===== src/design/periph_pkg.sv =====
/*
 * Shared definitions for the memory-mapped peripheral block.
 * Window placement, register offsets and the hardware-information
 * word-size encoding. Modules pull these in by a wildcard import.
 */
`default_nettype none

package periph_pkg;

    localparam int data_width = 8;

    // Window starts relative to base_addr, and their sizes.
    localparam int hwi_offset   = 0;
    localparam int gpio_offset  = 4;
    localparam int timer_offset = 8;
    localparam int hwi_span     = 4;
    localparam int gpio_span    = 2;
    localparam int timer_span   = 4;

    // Hardware-information registers.
    localparam int hwi_clk_lsb = 0;
    localparam int hwi_clk_msb = 1;
    localparam int hwi_info1   = 2;
    localparam int hwi_info2   = 3;

    // GPIO registers.
    localparam int gpio_out_reg = 0;
    localparam int gpio_in_reg  = 1;

    // Timer registers and control bits.
    localparam int timer_reload_reg   = 0;
    localparam int timer_prescale_reg = 1;
    localparam int timer_ctrl_reg     = 2;
    localparam int timer_count_reg    = 3;
    localparam int ctrl_run_bit       = 0;
    localparam int ctrl_flag_bit      = 1;

    function automatic logic [2:0] wordsize_code(input int size);
        case (size)
            8:       return 3'd1;
            16:      return 3'd2;
            32:      return 3'd3;
            64:      return 3'd4;
            128:     return 3'd5;
            default: return 3'd0;
        endcase
    endfunction

endpackage

`default_nettype wire


===== src/design/gpio_port.sv =====
/*
 * GPIO window with an 8-bit output latch and an 8-bit input.
 * The latch is written and read back at gpio_out_reg; the input is
 * brought into the clock domain by two flops and read at gpio_in_reg.
 */
`timescale 1ns/1ps
`default_nettype none

module gpio_port
    import periph_pkg::*;
#(
    parameter int          addr_width = 16,
    parameter int unsigned base_addr  = 'hFF00
) (
    input  logic                  clk,
    input  logic                  arst_n,
    input  logic [addr_width-1:0] addr,
    input  logic                  read_en,
    input  logic                  write_en,
    input  logic [data_width-1:0] write_data,
    input  logic [data_width-1:0] gpio_in,
    output logic [data_width-1:0] gpio_out,
    output logic [data_width-1:0] read_data
);

    localparam logic [addr_width-1:0] win_base = addr_width'(base_addr + gpio_offset);

    logic [addr_width-1:0] rel_addr;
    logic                  sel;
    logic                  offset;
    logic                  wr_out;
    logic [data_width-1:0] sync_meta;
    logic [data_width-1:0] sync_in;

    assign rel_addr = addr - win_base;
    assign sel      = rel_addr < addr_width'(gpio_span);
    assign offset   = rel_addr[0];
    assign wr_out   = write_en && sel && offset == 1'(gpio_out_reg);

    always_ff @(posedge clk or negedge arst_n) begin
        if (!arst_n) begin
            gpio_out <= '0;
        end else if (wr_out) begin
            gpio_out <= write_data;
        end
    end

    // Two-stage synchronizer for the asynchronous pins.
    always_ff @(posedge clk) begin
        sync_meta <= gpio_in;
        sync_in   <= sync_meta;
    end

    always_comb begin
        read_data = '0;
        if (read_en && sel) begin
            if (offset == 1'(gpio_out_reg)) begin
                read_data = gpio_out;
            end else begin
                read_data = sync_in;
            end
        end
    end

endmodule

`default_nettype wire


===== src/design/hardware_info.sv =====
/*
 * Hardware-information window.
 * Four read-only registers report the clock in MHz, the word-size code
 * and which peripherals are built. Give it the same parameters as the
 * top level so the reported values match the built hardware.
 */
`timescale 1ns/1ps
`default_nettype none

module hardware_info
    import periph_pkg::*;
#(
    parameter int          addr_width   = 16,
    parameter int unsigned base_addr    = 'hFF00,
    parameter int          wordsize     = 16,
    parameter int          clk_freq     = 1000000,
    parameter int          enable_gpio  = 1,
    parameter int          enable_timer = 1
) (
    input  logic                  read_en,
    input  logic [addr_width-1:0] addr,
    output logic [data_width-1:0] read_data
);

    localparam logic [addr_width-1:0] win_base = addr_width'(base_addr + hwi_offset);
    localparam int clk_mhz = clk_freq / 1000000;

    logic [addr_width-1:0] rel_addr;
    logic                  using_hwi;
    logic [1:0]            offset;
    logic [data_width-1:0] clk_lsb;
    logic [data_width-1:0] clk_msb;
    logic [data_width-1:0] info1;
    logic [data_width-1:0] info2;
    logic [data_width-1:0] dout_clk_lsb;
    logic [data_width-1:0] dout_clk_msb;
    logic [data_width-1:0] dout_info1;
    logic [data_width-1:0] dout_info2;

    // Subtracting first keeps the window test correct near the top of memory.
    assign rel_addr  = addr - win_base;
    assign using_hwi = read_en && rel_addr < addr_width'(hwi_span);
    assign offset    = rel_addr[1:0];

    assign clk_lsb = 8'(clk_mhz);
    assign clk_msb = 8'(clk_mhz >> 8);

    // uart, timer2 and exti are not part of this build.
    assign info1 = {1'b0, 1'b0, enable_timer != 0, enable_gpio != 0, 1'b0,
                    wordsize_code(wordsize)};
    assign info2 = '0;

    ro_register #(.addr_size(2), .reg_addr(hwi_clk_lsb)) u_clk_lsb (
        .enable   (using_hwi),
        .addr     (offset),
        .data     (clk_lsb),
        .data_out (dout_clk_lsb)
    );

    ro_register #(.addr_size(2), .reg_addr(hwi_clk_msb)) u_clk_msb (
        .enable   (using_hwi),
        .addr     (offset),
        .data     (clk_msb),
        .data_out (dout_clk_msb)
    );

    ro_register #(.addr_size(2), .reg_addr(hwi_info1)) u_info1 (
        .enable   (using_hwi),
        .addr     (offset),
        .data     (info1),
        .data_out (dout_info1)
    );

    ro_register #(.addr_size(2), .reg_addr(hwi_info2)) u_info2 (
        .enable   (using_hwi),
        .addr     (offset),
        .data     (info2),
        .data_out (dout_info2)
    );

    assign read_data = dout_clk_lsb | dout_clk_msb | dout_info1 | dout_info2;

endmodule

`default_nettype wire


===== src/design/interval_timer.sv =====
/*
 * Interval timer window.
 * A down-counter steps once every prescale+1 cycles while run is set,
 * reloads when it is stepped at zero and raises the interrupt flag.
 * Software clears the flag by writing 1 to its control bit.
 */
`timescale 1ns/1ps
`default_nettype none

module interval_timer
    import periph_pkg::*;
#(
    parameter int          addr_width = 16,
    parameter int unsigned base_addr  = 'hFF00
) (
    input  logic                  clk,
    input  logic                  arst_n,
    input  logic [addr_width-1:0] addr,
    input  logic                  read_en,
    input  logic                  write_en,
    input  logic [data_width-1:0] write_data,
    output logic [data_width-1:0] read_data,
    output logic                  irq
);

    localparam logic [addr_width-1:0] win_base = addr_width'(base_addr + timer_offset);

    logic [addr_width-1:0] rel_addr;
    logic                  sel;
    logic [1:0]            offset;
    logic                  wr_reload;
    logic                  wr_prescale;
    logic                  wr_ctrl;
    logic                  start;
    logic                  tick;
    logic [data_width-1:0] reload;
    logic [data_width-1:0] prescale;
    logic [data_width-1:0] presc_cnt;
    logic [data_width-1:0] count;
    logic [data_width-1:0] ctrl_val;
    logic                  run;
    logic                  flag;

    assign rel_addr    = addr - win_base;
    assign sel         = rel_addr < addr_width'(timer_span);
    assign offset      = rel_addr[1:0];
    assign wr_reload   = write_en && sel && offset == 2'(timer_reload_reg);
    assign wr_prescale = write_en && sel && offset == 2'(timer_prescale_reg);
    assign wr_ctrl     = write_en && sel && offset == 2'(timer_ctrl_reg);

    // Count loads only when run goes from 0 to 1.
    assign start = wr_ctrl && write_data[ctrl_run_bit] && !run;
    assign tick  = run && presc_cnt == prescale;

    always_ff @(posedge clk or negedge arst_n) begin
        if (!arst_n) begin
            reload   <= '0;
            prescale <= '0;
            run      <= 1'b0;
        end else begin
            if (wr_reload) reload <= write_data;
            if (wr_prescale) prescale <= write_data;
            if (wr_ctrl) run <= write_data[ctrl_run_bit];
        end
    end

    always_ff @(posedge clk or negedge arst_n) begin
        if (!arst_n) begin
            presc_cnt <= '0;
            count     <= '0;
        end else if (start) begin
            presc_cnt <= '0;
            count     <= reload;
        end else if (tick) begin
            presc_cnt <= '0;
            count     <= (count == '0) ? reload : count - 1'b1;
        end else if (run) begin
            presc_cnt <= presc_cnt + 1'b1;
        end
    end

    // A new event wins over a clear in the same cycle.
    always_ff @(posedge clk or negedge arst_n) begin
        if (!arst_n) begin
            flag <= 1'b0;
        end else if (tick && count == '0) begin
            flag <= 1'b1;
        end else if (wr_ctrl && write_data[ctrl_flag_bit]) begin
            flag <= 1'b0;
        end
    end

    assign irq = flag;

    always_comb begin
        ctrl_val                = '0;
        ctrl_val[ctrl_run_bit]  = run;
        ctrl_val[ctrl_flag_bit] = flag;
    end

    always_comb begin
        read_data = '0;
        if (read_en && sel) begin
            case (offset)
                2'(timer_reload_reg):   read_data = reload;
                2'(timer_prescale_reg): read_data = prescale;
                2'(timer_ctrl_reg):     read_data = ctrl_val;
                default:                read_data = count;
            endcase
        end
    end

    // A stopped timer holds its count apart from the load on start.
    assert property (@(posedge clk) disable iff (!arst_n)
        (!run && !start) |=> $stable(count));

    // No interrupt can be raised by a stopped timer.
    assert property (@(posedge clk) disable iff (!arst_n)
        !run |=> !$rose(flag));

endmodule

`default_nettype wire


===== src/design/periph_bus.sv =====
/*
 * Top level of the peripheral block.
 * Places the hardware-information, GPIO and timer windows on the shared
 * register bus. Unselected windows return zero, so read data is an OR.
 * Peripherals that are not enabled are left out and read as zero.
 */
`timescale 1ns/1ps
`default_nettype none

module periph_bus
    import periph_pkg::*;
#(
    parameter int          addr_width   = 16,
    parameter int unsigned base_addr    = 'hFF00,
    parameter int          wordsize     = 16,
    parameter int          clk_freq     = 1000000,
    parameter int          enable_gpio  = 1,
    parameter int          enable_timer = 1
) (
    input  logic                  clk,
    input  logic                  arst_n,
    input  logic [addr_width-1:0] addr,
    input  logic                  read_en,
    input  logic                  write_en,
    input  logic [data_width-1:0] write_data,
    input  logic [data_width-1:0] gpio_in,
    output logic [data_width-1:0] gpio_out,
    output logic [data_width-1:0] read_data,
    output logic                  timer_irq
);

    logic [data_width-1:0] hwi_rd;
    logic [data_width-1:0] gpio_rd;
    logic [data_width-1:0] timer_rd;

    hardware_info #(
        .addr_width   (addr_width),
        .base_addr    (base_addr),
        .wordsize     (wordsize),
        .clk_freq     (clk_freq),
        .enable_gpio  (enable_gpio),
        .enable_timer (enable_timer)
    ) u_hwi (
        .read_en   (read_en),
        .addr      (addr),
        .read_data (hwi_rd)
    );

    if (enable_gpio != 0) begin : g_gpio
        gpio_port #(
            .addr_width (addr_width),
            .base_addr  (base_addr)
        ) u_gpio (
            .clk        (clk),
            .arst_n     (arst_n),
            .addr       (addr),
            .read_en    (read_en),
            .write_en   (write_en),
            .write_data (write_data),
            .gpio_in    (gpio_in),
            .gpio_out   (gpio_out),
            .read_data  (gpio_rd)
        );
    end else begin : g_no_gpio
        assign gpio_out = '0;
        assign gpio_rd  = '0;
    end

    if (enable_timer != 0) begin : g_timer
        interval_timer #(
            .addr_width (addr_width),
            .base_addr  (base_addr)
        ) u_timer (
            .clk        (clk),
            .arst_n     (arst_n),
            .addr       (addr),
            .read_en    (read_en),
            .write_en   (write_en),
            .write_data (write_data),
            .read_data  (timer_rd),
            .irq        (timer_irq)
        );
    end else begin : g_no_timer
        assign timer_irq = 1'b0;
        assign timer_rd  = '0;
    end

    assign read_data = hwi_rd | gpio_rd | timer_rd;

    // The bus master issues at most one access per cycle.
    assert property (@(posedge clk) disable iff (!arst_n)
        !(read_en && write_en));

endmodule

`default_nettype wire


===== src/design/ro_register.sv =====
/*
 * Single read-only register on the peripheral bus.
 * Puts its data on data_out when enabled and addressed at reg_addr,
 * and zero otherwise, so several of them can be ORed together.
 */
`timescale 1ns/1ps
`default_nettype none

module ro_register
    import periph_pkg::*;
#(
    parameter int addr_size = 2,
    parameter int reg_addr  = 0
) (
    input  logic                  enable,
    input  logic [addr_size-1:0]  addr,
    input  logic [data_width-1:0] data,
    output logic [data_width-1:0] data_out
);

    assign data_out = (enable && addr == addr_size'(reg_addr)) ? data : '0;

    // An idle register must not disturb the OR of its neighbours.
    always_comb begin
        assert (enable || data_out == '0);
    end

endmodule

`default_nettype wire


===== config.mk =====
export PLATFORM = sky130hd
export DESIGN_NAME = periph_bus
export DESIGN_NICKNAME = d
export VERILOG_FILES = /design/src/design/periph_pkg.sv /design/src/design/gpio_port.sv /design/src/design/hardware_info.sv /design/src/design/interval_timer.sv /design/src/design/periph_bus.sv /design/src/design/ro_register.sv
export SDC_FILE = /design/constraint.sdc
export NUM_CORES = 1
export LEC_CHECK = 0
export ABC_AREA = 1
export BUFFER_PORTS_ARGS = -buffer_cell sky130_fd_sc_hd__buf_2
export CAP_MARGIN = 20
export CORE_ASPECT_RATIO = 1.4
export CORE_UTILIZATION = 55
export DETAILED_ROUTE_END_ITERATION = 7
export GPL_TIMING_DRIVEN = 0
export PLACE_DENSITY_LB_ADDON = 0.15
export SLEW_MARGIN = 20
export SYNTH_ARGS = -nofsm -noshare
export SYNTH_HDL_FRONTEND = slang
export SYNTH_HIERARCHICAL = 1
export SYNTH_SLANG_ARGS = --single-unit

===== constraint.sdc =====
create_clock -name clk -period 2.6 [get_ports clk]
set_clock_uncertainty 0.1 [all_clocks]
set_input_delay 0 -clock clk [delete_from_list [all_inputs] [get_ports clk]]
set_output_delay 0 -clock clk [all_outputs]
set_load 0.02 [all_outputs]

# Word-level counts from Yosys, hierarchy flattened
# Index checks and enable logic that the tools add are counted.
# W data, S select, Z words.
# word_totals
ff_bits	58
input_bits	36
elab_cells	62
# op_classes
n_addsub	5
order_cmp	3
n_eq_ne	4
muxes	14
bitwise_logic	4
n_reduce_logical	23
# ops
op	count
$mux W8	9
$sub A16 B16 Y16 const B	3
$lt A16 B3 Y1 const B	2
$pmux W8 S3	1
$logic_and A1 B1 Y1	16
$lt A16 B2 Y1 const B	1
$or A8 B8 Y8	2
$add A8 B1 Y8 const B	1
$eq A8 B8 Y1	1
$logic_not A8 Y1	1
$sub A8 B1 Y8 const B	1
$mux W6	1
$or A1 B6 Y6	1
$eq A2 B2 Y1 const B	2
$logic_not A2 Y1	2
$reduce_bool A2 Y1	2
$mux W1	3
$reduce_bool A3 Y1	1
$eq A2 B1 Y1 const B	1
$logic_not A1 Y1	1
$not A1 Y1	1

# Logic depth before layout (Yosys ltp)
# Gate-level depths: netlist of the first run.
# depth
depth_word	8
mapped_depth	17
mapped_depth_nobuf	17

# Hierarchy
# The synthesis of the first run kept the hierarchy.
# modules_own_cells
mod	n_inst	cells_each	area_per_inst_um2
interval_timer	1	409	2708.8
gpio_port	1	111	1007.2
hardware_info	1	47	178.9
ro_register (u_hwi.u_clk_msb ...)	2	18	81.3
periph_bus	1	24	90.1
ro_register (u_hwi.u_info2)	1	17	77.6
ro_register (u_hwi.u_clk_lsb)	1	18	70.1

# Worst setup path after synthesis of the first run
# No wires, ideal clock.
# synth_timing
path_type	input -> register
start	input port addr[3]
end	register g_timer.u_timer.count[2]
setup_ns	0.118
arrival_time_ns	1.665
required_time_ns	2.382
slack_ns	0.717
stages	17
path_buffers	0
path_cell_list	inv_1 ha_1 inv_1 nor2_1 nand2_2 nand3_1 nand2_1 nand2_1 nand2_1 nor2_2 nand3_2 nor2_4 nand3_4 nand2_4 nand2_1 nand3_1 nand2_1
# synth_between
elab_chain_len	7
elab_cells_between_ends	8
cone_classes	add/sub: 1; order compare: 1; mux: 1; reduce/logical: 5
# synth_rtl
element	line_no	source
start, declared	periph_bus.sv:22	input logic [addr_width-1:0] addr,
$sub A16 B16 Y16 (*)	interval_timer.sv:44	assign rel_addr = addr - win_base;
$lt A16 B3 Y1 (*)	interval_timer.sv:45	assign sel = rel_addr < addr_width'(timer_span);
$logic_and A1 B1 Y1 (*) (2 in series)	interval_timer.sv:49	assign wr_ctrl = write_en && sel && offset == 2'(timer_ctrl_reg);
$logic_and A1 B1 Y1 (*) (2 in series)	interval_timer.sv:52	assign start = wr_ctrl && write_data[ctrl_run_bit] && !run;
$mux W8 or $reduce_bool A2 Y1 (tied branches)	--	
end signal, assigned	interval_timer.sv:73	count <= reload;
end signal, assigned	interval_timer.sv:76	count <= (count == '0) ? reload : count - 1'b1;
end, declared	interval_timer.sv:39	logic [data_width-1:0] count;
# Mark *: on every way between the ends. The rest lies on a longest branch, timed or not.
# A chain may end at the register's enable or synchronous reset.

# Final worst setup path of the first run
# layout_timing
start	input port addr[3]
end	output port read_data[0]
# layout_between
elab_cells_between_ends	16
cone_classes	add/sub: 3; order compare: 3; mux: 3; bitwise: 3; reduce/logical: 4
# layout_rtl
element	line_no	source
$sub A16 B16 Y16	interval_timer.sv:44	
$lt A16 B3 Y1	interval_timer.sv:45	
$logic_and A1 B1 Y1	interval_timer.sv:103	if (read_en && sel) begin
$mux W8	interval_timer.sv:103	
net timer_rd[0]	periph_bus.sv:34	logic [data_width-1:0] timer_rd;
$or A8 B8 Y8	periph_bus.sv:88	assign read_data = hwi_rd | gpio_rd | timer_rd;
end, declared	periph_bus.sv:28	output logic [data_width-1:0] read_data,
# The timed path passes the listed nets, and every way through them passes these cells.

==> results of run 1 <==
==> report_power, final <==
part | internal [uW] | switching (uW) | total [uW]
Sequential | 915 | 8.65 | 924
Combinational | 90.2 | 163 | 253
Clock | 586 | 353 | 940
Total | 1590 | 525 | 2120
==> worst reg2reg max path: stages, from the launching register on <==
cell and delay, ns:
dfrtp_1 0.32, clkbuf_1 0.33, inv_1 0.19, nor4_1 0.30, nand3_1 0.36, nand2_1 0.15
nand2_1 0.16, nand2_1 0.10, nand2_1 0.05
==> cells in the mapped netlist (2+ instances only) <==
| cell | n |
|---|---|
| dfrtp_1 | 42 |
| conb_1 | 2 |
| nand3_4 | 6 |
| xor2_1 | 12 |
| nand3b_1 | 7 |
| xnor2_1 | 3 |
| nand2_2 | 8 |
| dfxtp_1 | 16 |
| a221oi_1 | 2 |
| inv_1 | 117 |
| o21ai_1 | 6 |
| nand3_1 | 47 |
| a31oi_1 | 5 |
| o21ai_0 | 14 |
| ha_1 | 4 |
| nor2_1 | 104 |
| nor2_2 | 4 |
| mux2i_1 | 8 |
| nor2_4 | 4 |
| nand4_1 | 25 |
| nand2_1 | 183 |
| nand3_2 | 5 |
| or2_2 | 2 |
| clkbuf_1 | 2 |
| nor4_1 | 4 |
| nor3_1 | 9 |
| a21oi_1 | 6 |
| buf_2 | 2 |
==> per-layer routing <==
metal / part of all wire, % / up-vias / routed length, um
met5: 0 / - / 0
met4: 3.5 / 0 / 384
met3: 4.7 / 34 / 516
met2: 51 / 125 / 5570
met1: 41 / 2018 / 4560
li1: - / 2268 / -
==> stage by stage <==
stage,setup slack (ns),hold slack (ns),utilization (%)
after floorplan,0.717,-0.396,-
after global placement,0.194,0.00318,64.3
after detailed placement,0.0903,0.00427,64.3
after CTS,0.0855,0.00998,69.6
after global routing,0.0926,0.0512,69.7
final,0.307,0.0147,69.7
==> logic make-up (layout without fill, tap and decap cells) <==
kind of cell             after synthesis  after routing  share of synthesized area, %
AO/OA/AOI/OAI                         37             37                          5.10
AND/OR/NAND/NOR                      413            413                          45.4
flip-flops                            58             58                          31.9
adder cells (fa/ha/maj)                4              4                          1.17
other                                  2             32                         0.175
buffers and inverters                125            210                          11.3
XOR/XNOR                              15             15                          3.06
multiplexers                           8              8                          1.86
==> timing repair <==
item / 4_1_cts / 5_1_grt
hold endpoints to repair: 76 / 0
hold buffers: 17 / 0
endpoints found under the setup margin: 0 / 1
gates resized for setup: 0 / 2
==> path summary, 6_finish.rpt <==
check	startpoint	endpoint	slack [ns]	depth (start not counted)
max	addr[3]	read_data[0]	0.31	16
min	write_en	g_gpio.u_gpio/gpio_out[1]	0.01	5
max reg2reg	g_timer.u_timer/run	g_timer.u_timer/count[4]	0.42	8
min reg2reg	g_gpio.u_gpio/sync_meta[2]	g_gpio.u_gpio/sync_in[2]	0.23	0
max in group asynchronous	arst_n	g_timer.u_timer/presc_cnt[7]	1.57	2
min in group asynchronous	arst_n	g_gpio.u_gpio/gpio_out[4]	0.23	2
==> cell usage in the layout, fill, tap and decap left out, types with 5 or more instances in the layout <==
master / synthesis / layout
nand2_1: 183 / 183
inv_1: 117 / 117
nor2_1: 104 / 104
buf_2: 2 / 54
nand3_1: 47 / 46
dfrtp_1: 42 / 42
conb_1: 2 / 32
nand4_1: 25 / 25
dlygate4sd3_1: 0 / 17
dfxtp_1: 16 / 16
o21ai_0: 14 / 14
xor2_1: 12 / 12
clkbuf_8: 0 / 11
nor3_1: 9 / 9
mux2i_1: 8 / 8
nand2_2: 8 / 8
nand3b_1: 7 / 7
nand3_2: 5 / 6
nand3_4: 6 / 6
a21oi_1: 6 / 6
o21ai_1: 6 / 6
a31oi_1: 5 / 5
==> layout make-up <==
class                   instances  area share [%]
plain buffers                   6           0.698
well taps                      97            2.33
flip-flops and latches         58            26.4
inverters                     119            8.64
repair buffers                 69            8.28
clock buffers                  11            2.91
multi-input cells             509            49.3
clock inverters                 5            1.47
==> flow_metrics.env, run 1 <==
export IMPL_cp_common_cell="nand2_1"
export IMPL_finalCriticalPeriod_ns=2.29
export IMPL_drt_wl_total_um=11000
export IMPL_synth_top_area_share_pct=24.5
export IMPL_grt_ovfl_total=0
export IMPL_drive_above_1_share_pct=14.0
export IMPL_numCtsBuffers=9
export IMPL_placed_cell_area_sq_um=4790
export IMPL_powerDensity_nw_per_um2=407
export IMPL_fill_cells=671
export IMPL_clock_fmax_ghz=0.436
export IMPL_cap_violations=0
export IMPL_synth_seq_cells=58
export IMPL_synth_area_sq_um=4300
export IMPL_setup_tns_ns=0
export IMPL_finalMaxSlewViolations=0
export IMPL_synth_cell_types=41
export IMPL_critPathCaptureType="output pin"
export IMPL_finalCritPeriodShare_pct=88.2
export IMPL_crit_arrival_ns=2.19
export IMPL_drt_pass1_iterations=5
export IMPL_synthCells=662
export IMPL_cts_max_level=3
export IMPL_cts_tree="built"
export IMPL_ant_nets=0
export IMPL_synth_ff_type="dfrtp_1"
export IMPL_critPathRequiredTime_ns=2.50
export IMPL_seq_area_frac_synth_pct=31.9
export IMPL_fin_cells=874
export IMPL_crit_family="simple AND/OR/NAND/NOR gates"
export IMPL_drt_iter0_markers=278
export IMPL_gr_usage_met1_pct=33.4
export IMPL_top_usage_layer="met2"
export IMPL_syn_to_final_growth_pct=21.0
export IMPL_viasPerCell=5.09
export IMPL_p_total_uw=2120
export IMPL_core_sq_um=7450
export IMPL_grt_setup_unrepaired="false"
export IMPL_hold_class="in2reg"
export IMPL_post_cts_buffers=0
export IMPL_cts_root_buf="clkbuf_8"
export IMPL_place_inst=841
export IMPL_grtUsageTotal_pct=29.1
export IMPL_crit_buf_inv=5
export IMPL_cp_start_kind="input pin"
export IMPL_critPathMaxFanout=9
export IMPL_design_area_sq_um=5200
export IMPL_drc_errors=0
export IMPL_cts_sinks=58
export IMPL_synth_area_top_cells="dfrtp_1, nand2_1, inv_1, nor2_1, dfxtp_1"
export IMPL_p_leak_uw=0.00276
export IMPL_insertion_delay_ns=0.34
export IMPL_die_w_um=76.7
export IMPL_worstMarginPinSlew_ns=0.952
export IMPL_clk_path_buf_depth=2
export IMPL_use_met3_pct=5.75
export IMPL_ir_drop_mv=0.296
export IMPL_die_area_sq_um=8170
export IMPL_slew_limit_headroom_pct=36.5
export IMPL_cts_clk_slew_worst_paths_ns=0.06
export IMPL_slowest_stage="a221oi_2"
export IMPL_vias=4445
export IMPL_synth_enable_flop_cells=0
export IMPL_wl_per_cell_um=12.6
export IMPL_grt_pass1_wl_um=18600
export IMPL_use_met2_pct=50.5
export IMPL_hpwl_um=8350
export IMPL_status="complete, no violations"
export IMPL_register_area_sq_um=1370
export IMPL_hold_viol_final=0
export IMPL_antenna_found_initial=0
export IMPL_max_stage_delay_ns=0.31
export IMPL_row_count=37
export IMPL_io_buffers=52
export IMPL_path_class="in2out"
export IMPL_yosysWarnings=6
export IMPL_avgSynthCellArea_sq_um=6.49
export IMPL_multi_input_area_sq_um=2560
export IMPL_grt_max_degree=43
export IMPL_crit_chain="buf_2, inv_1, ha_1, inv_1, nor2_1, nand2_2, nand3_1, nand2_1, nand2_1, nand2_1, nor2_2, nand3_2, a221oi_2, inv_1, nand2_1, buf_2"
export IMPL_first_global_vias=4182
export IMPL_diodes=0
export IMPL_async_flop_share_pct=72.4
export IMPL_routabilityCongestion=0.868
export IMPL_synth_top_area_cell="dfrtp_1"
export IMPL_io_pins=53
export IMPL_initial_utilization_pct=57.6
export IMPL_fin_nets=812
export IMPL_final_setup_viol_count=0
export IMPL_fp_dieH_um=107
No activity file was read; power rests on OpenSTA's default activity.
==> run 2, diff against run 1 <==
--- a/config.mk
+++ b/config.mk
@@ -9,12 +9,13 @@
 export BUFFER_PORTS_ARGS = -buffer_cell sky130_fd_sc_hd__buf_2
 export CAP_MARGIN = 20
 export CORE_ASPECT_RATIO = 1.4
+export CORE_MARGIN = 4
 export CORE_UTILIZATION = 55
+export CTS_BUF_LIST = sky130_fd_sc_hd__clkbuf_8
 export DETAILED_ROUTE_END_ITERATION = 7
 export GPL_TIMING_DRIVEN = 0
 export PLACE_DENSITY_LB_ADDON = 0.15
 export SLEW_MARGIN = 20
 export SYNTH_ARGS = -nofsm -noshare
 export SYNTH_HDL_FRONTEND = slang
-export SYNTH_HIERARCHICAL = 1
 export SYNTH_SLANG_ARGS = --single-unit
==> flow_metrics.env, run 2 <==
export IMPL_status="complete, no violations"
export IMPL_ir_drop_mv=0.567
export IMPL_synth_seq_cells=58
export IMPL_grt_ovfl_total=0
export IMPL_rrSetupSlack_ns=0.59
export IMPL_row_count=34
export IMPL_crit_chain="buf_2, inv_1, ha_1, inv_1, nor2_1, nand2_2, nand3_1, nand2_1, nand2_1, nand2_1, nor2_4, and3_1, clkbuf_1, o21ai_0, nand3_1, buf_2"
export IMPL_core_sq_um=6300
export IMPL_synth_xor_area_share_pct=3.34
export IMPL_r2r_end="g_timer.u_timer.count[3]"
export IMPL_grt_max_degree=43
export IMPL_finalCriticalPeriod_ns=2.37
export IMPL_critPathMaxFanout=8
export IMPL_diodes=0
export IMPL_hold_viol_final=0
export IMPL_die_w_um=76.7
export IMPL_synth_top_family_by_area="simple AND/OR/NAND/NOR gates"
export IMPL_cts_resized=0
export IMPL_drt_pass1_iterations=7
export IMPL_drt_wl_total_um=10100
export IMPL_grt_setup_unrepaired="false"
export IMPL_grtUsageTotal_pct=26.3
export IMPL_synth_area_top_cells="dfrtp_1, nand2_1, dfxtp_1, inv_1, nand3_1"
export IMPL_mostFrequentLayoutCell="nand2_1"
export IMPL_fp_dieH_um=104
export IMPL_ant_nets=0
export IMPL_cap_violations=0
export IMPL_grt_pass1_wl_um=16900
export IMPL_vias=3820
export IMPL_first_global_vias=3740
export IMPL_synth_top_area_share_pct=28.9
export IMPL_post_cts_buffers=0
export IMPL_synthSimpleGateAreaFrac_pct=41.9
export IMPL_finalMaxSlewViolations=0
export IMPL_synthCells=514
export IMPL_io_buffers=50
export IMPL_cp_start_kind="input pin"
export IMPL_powerDensity_nw_per_um2=650
export IMPL_numCtsBuffers=9
export IMPL_die_area_sq_um=7980
export IMPL_drt_iter0_markers=247
export IMPL_wl_per_cell_um=15.1
export IMPL_cts_tree="built"
export IMPL_critPathCaptureType="output pin"
export IMPL_hold_buffers=17
export IMPL_yosysWarnings=0
export IMPL_fin_nets=632
export IMPL_reg2reg_from="g_timer.u_timer.count[2]"
export IMPL_synth_ff_type="dfrtp_1"
export IMPL_clock_fmax_ghz=0.423
export IMPL_setup_tns_ns=0
export IMPL_endpoint="read_data[5]"
export IMPL_cts_sinks=58
export IMPL_clk_path_buf_depth=2
export IMPL_synth_mux_area_fraction_pct=0
export IMPL_max_stage_delay_ns=0.27
export IMPL_routabilityCongestion=0.924
export IMPL_layout_common_cells="nand2_1, inv_1, buf_2"
export IMPL_synth_top_area_cell="dfrtp_1"
export IMPL_hold_class="in2reg"
export IMPL_design_area_sq_um=4390
export IMPL_final_setup_viol_count=0
export IMPL_synth_cell_types=40
export IMPL_synth_compound_area_share_pct=6.89
export IMPL_viasPerCell=5.71
export IMPL_syn_to_final_growth_pct=21.0
export IMPL_slowest_stage="clkbuf_1"
export IMPL_synth_enable_flop_cells=0
export IMPL_synth_fa_ha_area_share_pct=1.38
export IMPL_io_pins=53
export IMPL_cts_root_buf="clkbuf_8"
export IMPL_finalCritPeriodShare_pct=91.0
export IMPL_hpwl_um=7560
export IMPL_cp_startpoint="addr[3]"
export IMPL_drive_above_1_share_pct=16.6
export IMPL_crit_arrival_ns=2.27
export IMPL_timing_hold_ws_ns=0.0213
export IMPL_fin_cells=669
export IMPL_place_inst=636
export IMPL_cts_clk_slew_worst_paths_ns=0.07
export IMPL_synth_most_common_cell="nand2_1"
export IMPL_synth_area_sq_um=3630
export IMPL_async_flop_share_pct=72.4
export IMPL_seq_area_frac_synth_pct=37.8
export IMPL_avgSynthCellArea_sq_um=7.06
export IMPL_cts_max_level=3
export IMPL_initial_utilization_pct=57.7
export IMPL_worstMarginPinSlew_ns=0.614
export IMPL_drc_errors=0
export IMPL_path_class="in2out"
export IMPL_placed_cell_area_sq_um=3970
export IMPL_slew_limit_headroom_pct=58.9
export IMPL_critPathRequiredTime_ns=2.50
export IMPL_antenna_found_initial=0
export IMPL_synth_nets=554
export IMPL_cp_common_cell="nand2_1"
export IMPL_reg2regPathDepth=6
export IMPL_dpl_worst_slack_ns=0.209
export IMPL_ys_top_cells_by_count="nand2_1, inv_1, nand3_1"
export IMPL_fin_ws_ns=0.233
export IMPL_p_leak_uw=0.00228
export IMPL_insertion_delay_ns=0.35
[run 2: changes by cell type in the layout (fill, tap and decap cells not counted), sizes merged, moves of 6 or more]
cell / previous run / this run
conb: 32 / 0
inv: 119 / 73
mux2i: 8 / 0
nand2: 192 / 163
nand3: 58 / 49
nor2: 113 / 44
nor4: 4 / 10
o21ai: 20 / 29
[run 2: cell families (layout without fill, tap and decap cells)]
logic type      after synthesis  count (layout)
fa+ha+maj                     4               4
flops                        58              58
xor+xnor                     13              13
simple gates                312             312
compound gates               45              45
buf+inv                      82             165
[run 2: stage by stage]
step / utilization (%) / power, uW
after global placement: 63.1 / 1770
after CTS: 69.7 / 2860
after global routing: 69.8 / 3010
after detailed placement: 63.1 / 1790
final: 69.8 / 2860
after floorplan: - / 1600
[run 2: report_power, final]
group          internal (uW)  switching (uW)  leakage (uW)
combinational            265             415       0.00148
clock                    646             397      0.000124
sequential              1020             118      0.000674
[run 2: worst max-delay path: cells and delay by family]
| family | cells | cell delay [ns] |
|---|---|---|
| buffers and inverters | 5 | 0.78 |
| and+or+nand+nor | 9 | 1.02 |
| AOI/OAI and AO/OA | 1 | 0.22 |
| adders and majority gates | 1 | 0.22 |
[run 2: final cells by class]
type                       instances  area (sq um)
buffer                             9          43.8
sequential                        58          1370
tap                               72          90.1
fill                             538          1900
multi-input combinational        374          1940
clock buffer                       9           124
clock inverter                     7           125
inverter                          73           274
timing repair buffer              67           423
[run 2: layer usage]
layer | share of wire [%] | wire length [um] | global-route usage, % | vias up
met2 | 52 | 5260 | 46.8 | 156
li1 | - | - | - | 1840
met3 | 6.1 | 620 | 4.85 | 52
met1 | 37 | 3770 | 29.2 | 1772
met4 | 4.4 | 449 | 14.1 | 0
met5 | 0 | 0 | 0 | -
[run 2: worst min-delay path by stage]
stage                           from                    endpoint  slack [ns]  cells past startpoint
after floorplan               arst_n   g_gpio.u_gpio.gpio_out[0]       -0.40                      0
after global placement    gpio_in[4]  g_gpio.u_gpio.sync_meta[4]       0.003                      1
after detailed placement  gpio_in[7]  g_gpio.u_gpio.sync_meta[7]       0.004                      1
after CTS                   write_en         g_timer.u_timer.irq        0.02                      6
after global routing        write_en         g_timer.u_timer.run        0.05                      4
final                       write_en         g_timer.u_timer.irq        0.02                      6
==> run 3, diff against run 2 <==
==> constraint.sdc (replaced) <==
create_clock -name clk -period 2.2 [get_ports clk]
set_clock_uncertainty 0.1 [all_clocks]
set_input_delay 0 -clock clk [delete_from_list [all_inputs] [get_ports clk]]
set_output_delay 0 -clock clk [all_outputs]
set_load 0.02 [all_outputs]
==> flow_metrics.env, run 3 (synthesis gave the netlist of run 2 again) <==
export IMPL_crit_chain="buf_2, inv_2, ha_1, inv_1, nor2_1, nand2_2, nand3_1, nand2_1, nand2_1, nand2_1, nor2_4, and3_4, o21ai_0, nand2_1, buf_2"
export IMPL_worstMarginPinSlew_ns=0.633
export IMPL_hold_class="in2reg"
export IMPL_diodes=0
export IMPL_cts_sinks=58
export IMPL_row_count=34
export IMPL_slew_limit_headroom_pct=57.7
export IMPL_dpl_worst_slack_ns=-0.191
export IMPL_grtUsageTotal_pct=26.4
export IMPL_final_setup_viol_count=0
export IMPL_route_layer_met1_wl_um=3820
export IMPL_drive_above_1_share_pct=18.5
export IMPL_pwr_share_seq_pct=39.5
export IMPL_die_w_um=76.7
export IMPL_fin_ws_ns=0.162
export IMPL_max_stage_delay_ns=0.24
export IMPL_die_area_sq_um=7980
export IMPL_fp_dieH_um=104
export IMPL_fin_nets=640
export IMPL_finalMaxSlewViolations=0
export IMPL_io_buffers=50
export IMPL_finalCritPeriodShare_pct=92.7
export IMPL_swShare_pct=32.6
export IMPL_mostFrequentLayoutCell="nand2_1"
export IMPL_insertion_delay_ns=0.35
export IMPL_vias=3822
export IMPL_cts_max_level=3
export IMPL_cp_start_kind="input pin"
export IMPL_crit_arrival_ns=1.94
export IMPL_cp_common_cell="nand2_1"
export IMPL_antenna_found_initial=0
export IMPL_cts_tree="built"
export IMPL_finalCriticalPeriod_ns=2.04
export IMPL_core_sq_um=6300
export IMPL_numCtsBuffers=9
export IMPL_ir_drop_mv=0.674
export IMPL_cts_root_buf="clkbuf_8"
export IMPL_p_total_uw=3390
export IMPL_critPathCaptureType="output pin"
export IMPL_critPathMaxFanout=8
export IMPL_ant_nets=0
export IMPL_internal_power_uw=2280
export IMPL_powerDensity_nw_per_um2=756
export IMPL_hold_viol_final=0
export IMPL_cap_violations=0
export IMPL_routed_top_layer="met4"
export IMPL_combinationalPowerShare_pct=24.0
export IMPL_critPathRequiredTime_ns=2.10
export IMPL_syn_to_final_growth_pct=23.4
export IMPL_grt_max_degree=43
export IMPL_slowest_stage="and3_4"
export IMPL_wl_met3_um=599
export IMPL_wl_per_cell_um=15.0
export IMPL_grt_ovfl_total=0
export IMPL_p_switching_uw=1110
export IMPL_drt_iter0_markers=274
export IMPL_p_leak_uw=0.00232
export IMPL_grt_pass1_wl_um=17000
export IMPL_drc_errors=0
export IMPL_grt_setup_unrepaired="false"
export IMPL_status="complete, no violations"
export IMPL_drt_pass1_iterations=5
export IMPL_io_pins=53
export IMPL_path_class="in2out"
export IMPL_initial_utilization_pct=57.7
export IMPL_routed_wl_met2_um=5340
export IMPL_drt_wl_total_um=10200
export IMPL_clk_path_buf_depth=2
export IMPL_first_global_vias=3760
export IMPL_viasPerCell=5.65
export IMPL_routabilityCongestion=0.924
export IMPL_clock_fmax_ghz=0.491
export IMPL_p_clk_share_pct=36.5
export IMPL_hpwl_um=7560
export IMPL_cts_clk_slew_worst_paths_ns=0.07
export IMPL_layout_common_cells="nand2_1, inv_1, buf_2"
[run 3: power groups by stage]
stage	Combinational, uW	Clock (uW)	Sequential [uW]
finish	812	1240	1340
global route	920	1290	1360
CTS	795	1250	1340
detailed placement	762	0	1360
global placement	741	0	1360
floorplan	576	0	1320
[run 3: what timing repair did]
item | in CTS | in global routing
gates resized for setup | 3 | 4
pin swaps | 2 | 4
buffers inserted | 2 | 7
hold endpoints to repair | 77 | 0
hold buffers | 17 | 0
setup endpoints to repair | 8 | 15
[run 3: metal layers]
layer	GRT usage [%]	vias to the layer above
li1	-	1855
met5	0	-
met2	47.1	156
met1	29.3	1772
met3	4.77	39
met4	14.1	0
[run 3: path summary, 6_finish.rpt]
path	slack [ns]	cells past startpoint	end	from
max reg2reg	0.30	8	g_timer.u_timer.count[4]	g_timer.u_timer.run
min in group asynchronous	0.08	2	g_timer.u_timer.count[3]	arst_n
max in group asynchronous	1.52	2	g_timer.u_timer.presc_cnt[4]	arst_n
min reg2reg	0.23	0	g_gpio.u_gpio.sync_in[6]	g_gpio.u_gpio.sync_meta[6]
max	0.16	15	read_data[2]	addr[3]
min	0.02	6	g_timer.u_timer.irq	write_en
[run 3: through the flow]
step / area [sq um] / hold slack [ns] / TNS, ns / utilization (%) / instances
2_1_floorplan: 3630 / -0.396 / 0 / - / 514
3_3_place_gp: 3970 / 0.00270 / -1.73 / 63.1 / 636
3_5_place_dp: 3970 / 0.00407 / -4.18 / 63.1 / 636
4_1_cts: 4410 / 0.0214 / 0 / 70.0 / 670
5_1_grt: 4480 / 0.0538 / 0 / 71.2 / 677
6_report: 4480 / 0.0174 / 0 / 71.2 / 677
[run 3: final cells by class]
cell class	count	area (sq um)
Clock inverter	7	125
Multi-Input combinational cell	374	1970
Buffer	8	40.0
Clock buffer	9	124
Fill cell	529	1820
Timing Repair Buffer	76	490
Inverter	73	274
Tap cell	72	90.1
Sequential cell	58	1370
[run 3: critical path, delay by kind of cell]
kind	cells	cell delay, ns
simple gates	9	1.11
buf+inv	4	0.44
fa+ha+maj	1	0.22
compound gates	1	0.16
